--- src/rtl/core_pkg.sv ---
package core_pkg;

   localparam int DATA_W        = 32;
   localparam int REG_N         = 8;
   localparam int REG_ADDR_W    = 3;
   localparam int ROB_DEPTH     = 8;
   localparam int TAG_W         = 3;
   localparam int STATION_DEPTH = 2;
   localparam int STATION_IDX_W = $clog2(STATION_DEPTH);
   localparam int N_UNITS       = 2;

   localparam int OPCODE_W      = 6;
   localparam int REG_FIELD_W   = 5;
   localparam int IMM_W         = 16;

   localparam logic [OPCODE_W-1:0] OP_ADD  = 6'd1;
   localparam logic [OPCODE_W-1:0] OP_SUB  = 6'd2;
   localparam logic [OPCODE_W-1:0] OP_AND  = 6'd3;
   localparam logic [OPCODE_W-1:0] OP_OR   = 6'd4;
   localparam logic [OPCODE_W-1:0] OP_XOR  = 6'd5;
   localparam logic [OPCODE_W-1:0] OP_ADDI = 6'd6;
   localparam logic [OPCODE_W-1:0] OP_SETI = 6'd7;

   // Only the low REG_ADDR_W bits of a register field index the file
   typedef struct packed {
      logic [OPCODE_W-1:0]    opcode;
      logic [REG_FIELD_W-1:0] rd;
      logic [REG_FIELD_W-1:0] rs1;
      logic [REG_FIELD_W-1:0] rs2;
      logic [10:0]            unused;
   } inst_r_t;

   typedef struct packed {
      logic [OPCODE_W-1:0]    opcode;
      logic [REG_FIELD_W-1:0] rd;
      logic [REG_FIELD_W-1:0] rs1;
      logic [IMM_W-1:0]       imm;
   } inst_i_t;

   typedef union packed {
      inst_r_t r;
      inst_i_t i;
   } inst_u;

   typedef struct packed {
      logic [TAG_W-1:0]  tag;
      logic [DATA_W-1:0] value;
      logic              ready;
   } operand_t;

   typedef struct packed {
      logic [OPCODE_W-1:0] opcode;
      logic [TAG_W-1:0]    tag;
      operand_t            a;
      operand_t            b;
   } issue_t;

   typedef struct packed {
      logic [TAG_W-1:0]  tag;
      logic [DATA_W-1:0] value;
   } cdb_t;

   typedef struct packed {
      logic [REG_ADDR_W-1:0] rd;
      logic [DATA_W-1:0]     value;
   } commit_t;

endpackage

--- src/rtl/dispatch.sv ---
`timescale 1ns/1ps

module dispatch (
   input  core_pkg::inst_u                         i_inst,
   input  logic                                    i_inst_valid,
   output logic                                    o_inst_ready,
   output logic [1:0][core_pkg::REG_ADDR_W-1:0]    o_rd_addr,
   input  core_pkg::operand_t [1:0]                i_rd_op,
   output logic [1:0][core_pkg::TAG_W-1:0]         o_rob_tag_q,
   input  core_pkg::operand_t [1:0]                i_rob_op,
   input  logic                                    i_cdb_valid,
   input  core_pkg::cdb_t                          i_cdb,
   output logic                                    o_alloc,
   output logic [core_pkg::REG_ADDR_W-1:0]         o_alloc_rd,
   input  logic [core_pkg::TAG_W-1:0]              i_alloc_tag,
   input  logic                                    i_rob_ready,
   output logic [core_pkg::N_UNITS-1:0]            o_issue_valid,
   output core_pkg::issue_t                        o_issue,
   input  logic [core_pkg::N_UNITS-1:0]            i_station_ready
);

   logic [core_pkg::OPCODE_W-1:0] opcode;
   logic                          is_alu;
   logic                          is_imm;
   logic                          can_issue;
   logic [core_pkg::N_UNITS-1:0]  station_sel;
   core_pkg::operand_t [1:0]      src_op;

   assign opcode       = i_inst.r.opcode;
   assign o_rd_addr[0] = i_inst.r.rs1[core_pkg::REG_ADDR_W-1:0];
   assign o_rd_addr[1] = i_inst.r.rs2[core_pkg::REG_ADDR_W-1:0];
   assign o_alloc_rd   = i_inst.r.rd[core_pkg::REG_ADDR_W-1:0];

   always_comb begin
      is_alu = 1'b0;
      is_imm = 1'b0;
      case (opcode)
         core_pkg::OP_ADD, core_pkg::OP_SUB, core_pkg::OP_AND,
         core_pkg::OP_OR, core_pkg::OP_XOR: begin
            is_alu = 1'b1;
         end
         core_pkg::OP_ADDI, core_pkg::OP_SETI: begin
            is_alu = 1'b1;
            is_imm = 1'b1;
         end
         default: begin
            is_alu = 1'b0;
         end
      endcase
   end

   // Register file first, then a finished ROB entry, then the bus this cycle
   always_comb begin
      for (int k = 0; k < 2; k++) begin
         o_rob_tag_q[k] = i_rd_op[k].tag;
         if (i_rd_op[k].ready) begin
            src_op[k] = i_rd_op[k];
         end else if (i_rob_op[k].ready) begin
            src_op[k] = i_rob_op[k];
         end else if (i_cdb_valid && (i_cdb.tag == i_rd_op[k].tag)) begin
            src_op[k].tag   = i_cdb.tag;
            src_op[k].value = i_cdb.value;
            src_op[k].ready = 1'b1;
         end else begin
            src_op[k] = i_rd_op[k];
         end
      end
   end

   // Lowest set bit of the ready vector
   assign station_sel = i_station_ready & (~i_station_ready + 1'b1);

   assign can_issue     = i_inst_valid && is_alu && i_rob_ready && (|i_station_ready);
   assign o_inst_ready  = !is_alu || (i_rob_ready && (|i_station_ready));
   assign o_alloc       = can_issue;
   assign o_issue_valid = can_issue ? station_sel : '0;

   always_comb begin
      o_issue.opcode = opcode;
      o_issue.tag    = i_alloc_tag;
      o_issue.a      = src_op[0];
      o_issue.b      = src_op[1];
      if (opcode == core_pkg::OP_SETI) begin
         o_issue.a.tag   = '0;
         o_issue.a.value = '0;
         o_issue.a.ready = 1'b1;
      end
      if (is_imm) begin
         o_issue.b.tag   = '0;
         o_issue.b.value = (core_pkg::DATA_W)'(i_inst.i.imm);
         o_issue.b.ready = 1'b1;
      end
   end

endmodule

--- src/rtl/register_file.sv ---
`timescale 1ns/1ps

module register_file (
   input  logic                                 clk,
   input  logic                                 nrst,
   input  logic [1:0][core_pkg::REG_ADDR_W-1:0] i_rd_addr,
   output core_pkg::operand_t [1:0]             o_rd_op,
   input  logic                                 i_rename,
   input  logic [core_pkg::REG_ADDR_W-1:0]      i_rename_rd,
   input  logic [core_pkg::TAG_W-1:0]           i_rename_tag,
   input  logic                                 i_commit_we,
   input  core_pkg::commit_t                    i_commit,
   input  logic [core_pkg::TAG_W-1:0]           i_commit_tag
);

   logic [core_pkg::DATA_W-1:0] value [core_pkg::REG_N];
   logic [core_pkg::TAG_W-1:0]  tag   [core_pkg::REG_N];
   logic [core_pkg::REG_N-1:0]  busy;

   // Busy register hands out its producer tag instead of a value
   always_comb begin
      for (int k = 0; k < 2; k++) begin
         o_rd_op[k].tag   = tag[i_rd_addr[k]];
         o_rd_op[k].value = value[i_rd_addr[k]];
         o_rd_op[k].ready = !busy[i_rd_addr[k]];
      end
   end

   always_ff @(posedge clk) begin
      if (nrst) begin
         for (int r = 0; r < core_pkg::REG_N; r++) begin
            value[r] <= '0;
            tag[r]   <= '0;
         end
         busy <= '0;
      end else begin
         if (i_commit_we) begin
            value[i_commit.rd] <= i_commit.value;
            // Only the newest producer frees the register
            if (tag[i_commit.rd] == i_commit_tag) begin
               busy[i_commit.rd] <= 1'b0;
            end
         end
         // Later write, so a rename overrides the clear
         if (i_rename) begin
            busy[i_rename_rd] <= 1'b1;
            tag[i_rename_rd]  <= i_rename_tag;
         end
      end
   end

endmodule

--- src/rtl/reorder_buffer.sv ---
`timescale 1ns/1ps

module reorder_buffer (
   input  logic                              clk,
   input  logic                              nrst,
   input  logic                              i_alloc,
   input  logic [core_pkg::REG_ADDR_W-1:0]   i_alloc_rd,
   output logic [core_pkg::TAG_W-1:0]        o_alloc_tag,
   output logic                              o_ready,
   input  logic                              i_cdb_valid,
   input  core_pkg::cdb_t                    i_cdb,
   input  logic [1:0][core_pkg::TAG_W-1:0]   i_tag_q,
   output core_pkg::operand_t [1:0]          o_op,
   output logic                              o_commit_valid,
   output core_pkg::commit_t                 o_commit,
   output logic [core_pkg::TAG_W-1:0]        o_commit_tag,
   input  logic                              i_commit_ready
);

   logic [core_pkg::REG_ADDR_W-1:0] ent_rd    [core_pkg::ROB_DEPTH];
   logic [core_pkg::DATA_W-1:0]     ent_value [core_pkg::ROB_DEPTH];
   logic [core_pkg::ROB_DEPTH-1:0]  ent_done;
   logic [core_pkg::TAG_W-1:0]      head;
   logic [core_pkg::TAG_W-1:0]      tail;
   logic [core_pkg::TAG_W:0]        count;
   logic                            do_commit;

   assign o_ready        = count != (core_pkg::TAG_W + 1)'(core_pkg::ROB_DEPTH);
   assign o_alloc_tag    = tail;
   assign o_commit_valid = (count != '0) && ent_done[head];
   assign o_commit_tag   = head;
   assign do_commit      = o_commit_valid && i_commit_ready;

   always_comb begin
      o_commit.rd    = ent_rd[head];
      o_commit.value = ent_value[head];
   end

   // Operand lookup by tag
   always_comb begin
      for (int k = 0; k < 2; k++) begin
         o_op[k].tag   = i_tag_q[k];
         o_op[k].value = ent_value[i_tag_q[k]];
         o_op[k].ready = ent_done[i_tag_q[k]];
      end
   end

   always_ff @(posedge clk) begin
      if (i_alloc) begin
         ent_rd[tail] <= i_alloc_rd;
      end
      if (i_cdb_valid) begin
         ent_value[i_cdb.tag] <= i_cdb.value;
      end
   end

   always_ff @(posedge clk) begin
      if (nrst) begin
         head     <= '0;
         tail     <= '0;
         count    <= '0;
         ent_done <= '0;
      end else begin
         if (i_alloc) begin
            ent_done[tail] <= 1'b0;
            tail           <= tail + 1'b1;
         end
         if (i_cdb_valid) begin
            ent_done[i_cdb.tag] <= 1'b1;
         end
         if (do_commit) begin
            head <= head + 1'b1;
         end
         case ({i_alloc, do_commit})
            2'b10:   count <= count + 1'b1;
            2'b01:   count <= count - 1'b1;
            default: count <= count;
         endcase
      end
   end

endmodule

--- src/rtl/alu_station.sv ---
`timescale 1ns/1ps

module alu_station (
   input  logic             clk,
   input  logic             nrst,
   input  logic             i_issue_valid,
   input  core_pkg::issue_t i_issue,
   output logic             o_ready,
   input  logic             i_cdb_valid,
   input  core_pkg::cdb_t   i_cdb,
   output logic             o_valid,
   output core_pkg::cdb_t   o_result,
   input  logic             i_grant
);

   core_pkg::issue_t                     ent [core_pkg::STATION_DEPTH];
   logic [core_pkg::STATION_DEPTH-1:0]   ent_valid;
   logic [core_pkg::STATION_IDX_W-1:0]   free_idx;
   logic [core_pkg::STATION_IDX_W-1:0]   exec_idx;
   logic                                 has_free;
   logic                                 has_exec;
   logic                                 do_exec;
   logic [core_pkg::DATA_W-1:0]          alu_out;
   logic                                 res_valid;
   core_pkg::cdb_t                       res;

   // Walk downward so the lowest index wins
   always_comb begin
      has_free = 1'b0;
      free_idx = '0;
      has_exec = 1'b0;
      exec_idx = '0;
      for (int i = core_pkg::STATION_DEPTH - 1; i >= 0; i--) begin
         if (!ent_valid[i]) begin
            has_free = 1'b1;
            free_idx = i[core_pkg::STATION_IDX_W-1:0];
         end
         if (ent_valid[i] && ent[i].a.ready && ent[i].b.ready) begin
            has_exec = 1'b1;
            exec_idx = i[core_pkg::STATION_IDX_W-1:0];
         end
      end
   end

   // Result register must be empty or leaving this cycle
   assign do_exec  = has_exec && (!res_valid || i_grant);
   assign o_ready  = has_free;
   assign o_valid  = res_valid;
   assign o_result = res;

   always_comb begin
      case (ent[exec_idx].opcode)
         core_pkg::OP_ADD, core_pkg::OP_ADDI:
            alu_out = ent[exec_idx].a.value + ent[exec_idx].b.value;
         core_pkg::OP_SUB:
            alu_out = ent[exec_idx].a.value - ent[exec_idx].b.value;
         core_pkg::OP_AND:
            alu_out = ent[exec_idx].a.value & ent[exec_idx].b.value;
         core_pkg::OP_OR:
            alu_out = ent[exec_idx].a.value | ent[exec_idx].b.value;
         core_pkg::OP_XOR:
            alu_out = ent[exec_idx].a.value ^ ent[exec_idx].b.value;
         core_pkg::OP_SETI:
            alu_out = ent[exec_idx].b.value;
         default:
            alu_out = '0;
      endcase
   end

   always_ff @(posedge clk) begin
      for (int i = 0; i < core_pkg::STATION_DEPTH; i++) begin
         if (ent_valid[i] && i_cdb_valid) begin
            if (!ent[i].a.ready && (ent[i].a.tag == i_cdb.tag)) begin
               ent[i].a.value <= i_cdb.value;
               ent[i].a.ready <= 1'b1;
            end
            if (!ent[i].b.ready && (ent[i].b.tag == i_cdb.tag)) begin
               ent[i].b.value <= i_cdb.value;
               ent[i].b.ready <= 1'b1;
            end
         end
      end
      if (i_issue_valid) begin
         ent[free_idx] <= i_issue;
      end
      if (do_exec) begin
         res.tag   <= ent[exec_idx].tag;
         res.value <= alu_out;
      end
   end

   always_ff @(posedge clk) begin
      if (nrst) begin
         ent_valid <= '0;
         res_valid <= 1'b0;
      end else begin
         if (do_exec) begin
            ent_valid[exec_idx] <= 1'b0;
         end
         if (i_issue_valid) begin
            ent_valid[free_idx] <= 1'b1;
         end
         if (do_exec) begin
            res_valid <= 1'b1;
         end else if (i_grant) begin
            res_valid <= 1'b0;
         end
      end
   end

endmodule

--- src/rtl/cdb_arbiter.sv ---
`timescale 1ns/1ps

module cdb_arbiter (
   input  logic [core_pkg::N_UNITS-1:0]           i_valid,
   input  core_pkg::cdb_t [core_pkg::N_UNITS-1:0] i_result,
   output logic [core_pkg::N_UNITS-1:0]           o_grant,
   output logic                                   o_cdb_valid,
   output core_pkg::cdb_t                         o_cdb
);

   logic [core_pkg::N_UNITS-1:0] grant_v [core_pkg::N_UNITS+1];
   core_pkg::cdb_t               cdb_v   [core_pkg::N_UNITS+1];

   assign grant_v[core_pkg::N_UNITS] = '0;
   assign cdb_v[core_pkg::N_UNITS]   = '0;

   // Priority chain from the top unit down, unit 0 decides last
   for (genvar i = 0; i < core_pkg::N_UNITS; i++) begin : g_walk
      assign grant_v[i] = i_valid[i] ? (core_pkg::N_UNITS)'(1 << i) : grant_v[i+1];
      assign cdb_v[i]   = i_valid[i] ? i_result[i] : cdb_v[i+1];
   end

   assign o_grant     = grant_v[0];
   assign o_cdb       = cdb_v[0];
   assign o_cdb_valid = |i_valid;

endmodule

--- src/rtl/ooo_core.sv ---
`timescale 1ns/1ps

module ooo_core (
   input  logic              clk,
   input  logic              nrst,
   input  logic              i_inst_valid,
   input  core_pkg::inst_u   i_inst,
   output logic              o_inst_ready,
   output logic              o_commit_valid,
   output core_pkg::commit_t o_commit,
   input  logic              i_commit_ready
);

   logic [1:0][core_pkg::REG_ADDR_W-1:0]   rd_addr;
   core_pkg::operand_t [1:0]               rd_op;
   logic [1:0][core_pkg::TAG_W-1:0]        rob_tag_q;
   core_pkg::operand_t [1:0]               rob_op;
   logic                                   alloc;
   logic [core_pkg::REG_ADDR_W-1:0]        alloc_rd;
   logic [core_pkg::TAG_W-1:0]             alloc_tag;
   logic                                   rob_ready;
   logic [core_pkg::N_UNITS-1:0]           issue_valid;
   core_pkg::issue_t                       issue;
   logic [core_pkg::N_UNITS-1:0]           station_ready;
   logic [core_pkg::N_UNITS-1:0]           unit_valid;
   core_pkg::cdb_t [core_pkg::N_UNITS-1:0] unit_result;
   logic [core_pkg::N_UNITS-1:0]           cdb_grant;
   logic                                   cdb_valid;
   core_pkg::cdb_t                         cdb;
   logic [core_pkg::TAG_W-1:0]             commit_tag;
   logic                                   commit_we;

   assign commit_we = o_commit_valid & i_commit_ready;

   dispatch u_dispatch (
      .i_inst          (i_inst),
      .i_inst_valid    (i_inst_valid),
      .o_inst_ready    (o_inst_ready),
      .o_rd_addr       (rd_addr),
      .i_rd_op         (rd_op),
      .o_rob_tag_q     (rob_tag_q),
      .i_rob_op        (rob_op),
      .i_cdb_valid     (cdb_valid),
      .i_cdb           (cdb),
      .o_alloc         (alloc),
      .o_alloc_rd      (alloc_rd),
      .i_alloc_tag     (alloc_tag),
      .i_rob_ready     (rob_ready),
      .o_issue_valid   (issue_valid),
      .o_issue         (issue),
      .i_station_ready (station_ready)
   );

   register_file u_regs (
      .clk          (clk),
      .nrst         (nrst),
      .i_rd_addr    (rd_addr),
      .o_rd_op      (rd_op),
      .i_rename     (alloc),
      .i_rename_rd  (alloc_rd),
      .i_rename_tag (alloc_tag),
      .i_commit_we  (commit_we),
      .i_commit     (o_commit),
      .i_commit_tag (commit_tag)
   );

   reorder_buffer u_rob (
      .clk            (clk),
      .nrst           (nrst),
      .i_alloc        (alloc),
      .i_alloc_rd     (alloc_rd),
      .o_alloc_tag    (alloc_tag),
      .o_ready        (rob_ready),
      .i_cdb_valid    (cdb_valid),
      .i_cdb          (cdb),
      .i_tag_q        (rob_tag_q),
      .o_op           (rob_op),
      .o_commit_valid (o_commit_valid),
      .o_commit       (o_commit),
      .o_commit_tag   (commit_tag),
      .i_commit_ready (i_commit_ready)
   );

   for (genvar u = 0; u < core_pkg::N_UNITS; u++) begin : g_station
      alu_station u_station (
         .clk           (clk),
         .nrst          (nrst),
         .i_issue_valid (issue_valid[u]),
         .i_issue       (issue),
         .o_ready       (station_ready[u]),
         .i_cdb_valid   (cdb_valid),
         .i_cdb         (cdb),
         .o_valid       (unit_valid[u]),
         .o_result      (unit_result[u]),
         .i_grant       (cdb_grant[u])
      );
   end

   cdb_arbiter u_arbiter (
      .i_valid     (unit_valid),
      .i_result    (unit_result),
      .o_grant     (cdb_grant),
      .o_cdb_valid (cdb_valid),
      .o_cdb       (cdb)
   );

endmodule

--- config.mk ---
export PLATFORM = sky130hd
export DESIGN_NAME = ooo_core
export DESIGN_NICKNAME = d
export VERILOG_FILES = /design/src/rtl/core_pkg.sv /design/src/rtl/dispatch.sv /design/src/rtl/register_file.sv /design/src/rtl/reorder_buffer.sv /design/src/rtl/alu_station.sv /design/src/rtl/cdb_arbiter.sv /design/src/rtl/ooo_core.sv
export SDC_FILE = /design/constraint.sdc
export NUM_CORES = 2
export LEC_CHECK = 0
export ABC_AREA = 1
export ABC_CLOCK_PERIOD_IN_PS = 7000
export BUFFER_PORTS_ARGS = -buffer_cell sky130_fd_sc_hd__clkbuf_2
export CAP_MARGIN = 20
export CORE_AREA = 2 2 399 401
export DETAILED_ROUTE_END_ITERATION = 16
export DIE_AREA = 0 0 401 403
export GPL_TIMING_DRIVEN = 1
export HOLD_SLACK_MARGIN = 0.15
export PLACE_DENSITY = 0.56
export SYNTH_ARGS = -nofsm -noshare
export SYNTH_HDL_FRONTEND = slang
export SYNTH_SLANG_ARGS = --single-unit
--- constraint.sdc ---
create_clock -name clk -period 7 [get_ports clk]
set_clock_uncertainty 0.2 [all_clocks]
set_input_delay 1.05 -clock clk [delete_from_list [all_inputs] [get_ports clk]]
set_output_delay 1.05 -clock clk [all_outputs]
set_load 0.02 [all_outputs]
==> metrics.cfg <==
[clock_network]
cts_tree=yes
clock_sinks=989
cts_max_level=3
clk_latency_ps=740
cts_resized=0
post-cts-setup-buffers=0
cts_buffers=115
path_clk_slew_ps=60
holdBufCountCts=0
clockBufferDepth=3
cts_root_buf=clkbuf_16

[final_layout]
seq_area_mm2=0.02934
fin_nets=8132
final_cell_mix=nand2_1, edfxtp_1, nor2_1, inv_1, nand3_1
area_delta_synth_final_pct=9.669
fillers=15650
layout_commonest_cell=nand2_1
drive_above_1_share_pct=6.624
fin_cells=10070
multi_input_area_mm2=0.02844

[placement]
io_buffers=68
gp_congestion=0.8945
dp_hpwl_um=149600
dp_cells=9854

[floorplan]
coreArea_mm2=0.1575
io_pins=73
initial_core_util_pct=39.65
rows=146
die_area_mm2=0.1616
die_w_um=401
die_h_um=403

[critical_path]
end_kind=flop
cp_max_fo=60
r2r_setup_slack_ps=1320
reg2reg_depth=23
crit_type=reg -> reg
required_ps=7270
start_kind=flop
timing.rr.end=g_station[1].u_station.o_result[26]
timing.rr.start=g_station[1].u_station.ent_valid[0]
cp.arrival_ps=5950

[detailed_routing]
vias=56110
wl_met3_um=21770
wl_met2_um=100800
dr.pass1.iters=6
ant_nets=0
viasPerCell=5.570
wl_met1_um=95900
drt_iter0_markers=6103
highest_layer=met4
drcViolationCount=0
avgRoutedWirePerCell_um=22.43
finalWirelength_um=225900

[pwr]
combPwrFrac_pct=11.3
clkPwrFrac_pct=43.1
p_total_mw=14.37
p_sw_mw=3.846
peakVddDrop_mv=0.2141
p_per_area_mw_per_mm2=209.8
switching_share_pct=26.77
p_leak_nw=29.81
seqPwrFrac_pct=45.6
internal-power_mw=10.52

[synthesis]
yosysWarningCount=0
ys_types=62
mappedNetlistNets=8289
synth_edf_count=952
ys_seq_area_share_pct=46.97
synth_area_per_cell_um2=7.748
async_reset_ff_share_pct=0
ys.flop_type=edfxtp_1
netlist_area_mm2=0.06244
synth_seq_cells=989
netlist_instances=8059

[global_route]
grt_pass1_vias=52150
gr-total-overflow=0
antenna_found_initial=0
grt_usage_pct=27.17
grt_max_degree=132
grt_pass1_wl_um=331500

[sta]
slew_viol_final=0
fin_setup_tns_ps=0
period_share_pct=81.08
max_freq_mhz=176.2
worst_pin_slew_ps=1150
finalHoldViolations=0
setup-violations-final=0
min_period_ps=5675
slew_headroom_pct=22.55
rsz0062_at_grt=false

[worst_hold_path]
holdPathEnd=u_rob.count[0]
hp-class=reg -> reg
hp-start=u_rob.count[0]
holdPathStages=1

[flow_run]
drv_cap=0

[outcome]
status=completed

## routing by layer
layer | track usage, % | up-vias
li1 | - | 26590
met1 | 37.15 | 26500
met4 | 9.580 | 0
met5 | 0 | -
met2 | 43.06 | 2591
met3 | 5.107 | 434
## registers in the layout, summed over array words and instances, names as in the netlist, 8 cells and up, named ones only
| name | flops |
|---|---|
| u_regs.value | 256 |
| u_regs.tag | 24 |
| g_station.u_station.ent | 324 |
| u_rob.ent_rd | 24 |
| u_regs.busy | 8 |
| g_station.u_station.o_result | 70 |
| u_rob.ent_value | 256 |
| u_rob.ent_done | 8 |
## worst max-delay path by stage
| stage | from | endpoint | slack, ps | cells past startpoint |
|---|---|---|---|---|
| final | g_station[1].u_station.ent_valid[0] | g_station[1].u_station.o_result[26] | 1320 | 23 |
| after global routing | g_station[1].u_station.ent_valid[0] | g_station[1].u_station.o_result[26] | 820 | 23 |
| after global placement | i_inst[11] | g_station[0].u_station.ent[1][7] | 1360 | 20 |
| after CTS | g_station[1].u_station.ent_valid[0] | g_station[1].u_station.o_result[26] | 1290 | 23 |
| after detailed placement | g_station[1].u_station.ent_valid[0] | g_station[1].u_station.o_result[26] | 1330 | 23 |
| after floorplan | g_station[1].u_station.o_valid | g_station[1].u_station.ent[1][0] | 1530 | 9 |
## through the flow
step                hold slack, ps  util, %  worst slack, ps  instance area [um2]
floorplan                    243.5        -             1526                62440
global placement             262.7    41.01             1355                64570
detailed placement           274.0    41.02             1330                64590
CTS                          288.8    43.45             1286                68420
global route                 315.8    43.49            816.7                68470
finish                       287.1    43.49             1325                68480
## synthesized netlist by cell type (16+ instances only)
master / count / area share (%)
nand4_1: 17 / 0.17
buf_4: 23 / 0.28
xnor2_1: 16 / 0.22
o211ai_1: 72 / 0.87
o21ai_0: 641 / 5.1
ha_1: 191 / 3.8
nand2_1: 2343 / 14
nand3_1: 712 / 5.7
dfxtp_1: 37 / 1.2
buf_2: 83 / 0.67
nand3b_1: 28 / 0.34
a21oi_1: 428 / 3.4
o21ai_2: 35 / 0.49
edfxtp_1: 952 / 46
a211oi_1: 28 / 0.34
a22oi_1: 32 / 0.38
buf_1: 72 / 0.43
a31oi_1: 68 / 0.68
clkbuf_1: 278 / 1.7
xor2_1: 78 / 1.1
o21ai_1: 171 / 1.4
inv_1: 757 / 4.6
nor2_1: 800 / 4.8
nor3_1: 24 / 0.19
nand2_2: 16 / 0.16
## logic make-up (layout without fill, tap and decap cells)
| kind of cell | count (synthesis) | count (layout) | synth area share (%) |
|---|---|---|---|
| XOR/XNOR | 94 | 94 | 1.319 |
| adder cells (fa/ha/maj) | 194 | 194 | 3.924 |
| flip-flops | 989 | 989 | 46.97 |
| multiplexers | 6 | 6 | 0.1082 |
| other | 0 | 1 | 0 |
| buffers and inverters | 1242 | 1184 | 7.915 |
| AND/OR/NAND/NOR | 3992 | 3992 | 26.10 |
| AO/OA/AOI/OAI | 1542 | 1542 | 13.66 |
## final cells by class
| class | instances | share of cell area (%) |
|---|---|---|
| Antenna cell | 1 | 0.003654 |
| Sequential cell | 989 | 42.84 |
| Tap cell | 2072 | 3.786 |
| Timing Repair Buffer | 194 | 2.010 |
| Clock inverter | 73 | 1.096 |
| Clock buffer | 143 | 4.491 |
| Inverter | 774 | 4.246 |
| Multi-Input combinational cell | 5828 | 41.53 |
## worst max-delay path, stage by stage, from the launching register on
cell	delay (ps)
dfxtp_1	480
nand3_2	230
nand2_4	610
o21ai_0	240
nand2_1	100
inv_1	70
nand2_1	70
nor2_1	50
buf_4	150
inv_1	560
o22ai_1	240
fa_1	430
inv_1	90
nand3_1	60
nand2_1	150
a21oi_1	120
o21ai_0	480
a21oi_1	300
o21bai_1	340
nand2_1	90
nand2_1	130
nand2_1	60
nand2_1	50
o21ai_0	70
## power groups by stage
stage	sequential [mW]	clock [mW]	combinational (mW)
2_1_floorplan	6.66	0	1.02
3_3_place_gp	6.67	0	1.56
3_5_place_dp	6.67	0	1.57
4_1_cts	6.55	6.27	1.58
5_1_grt	6.55	6.48	1.76
6_report	6.55	6.19	1.63
Power figures use the tool's default switching activity.
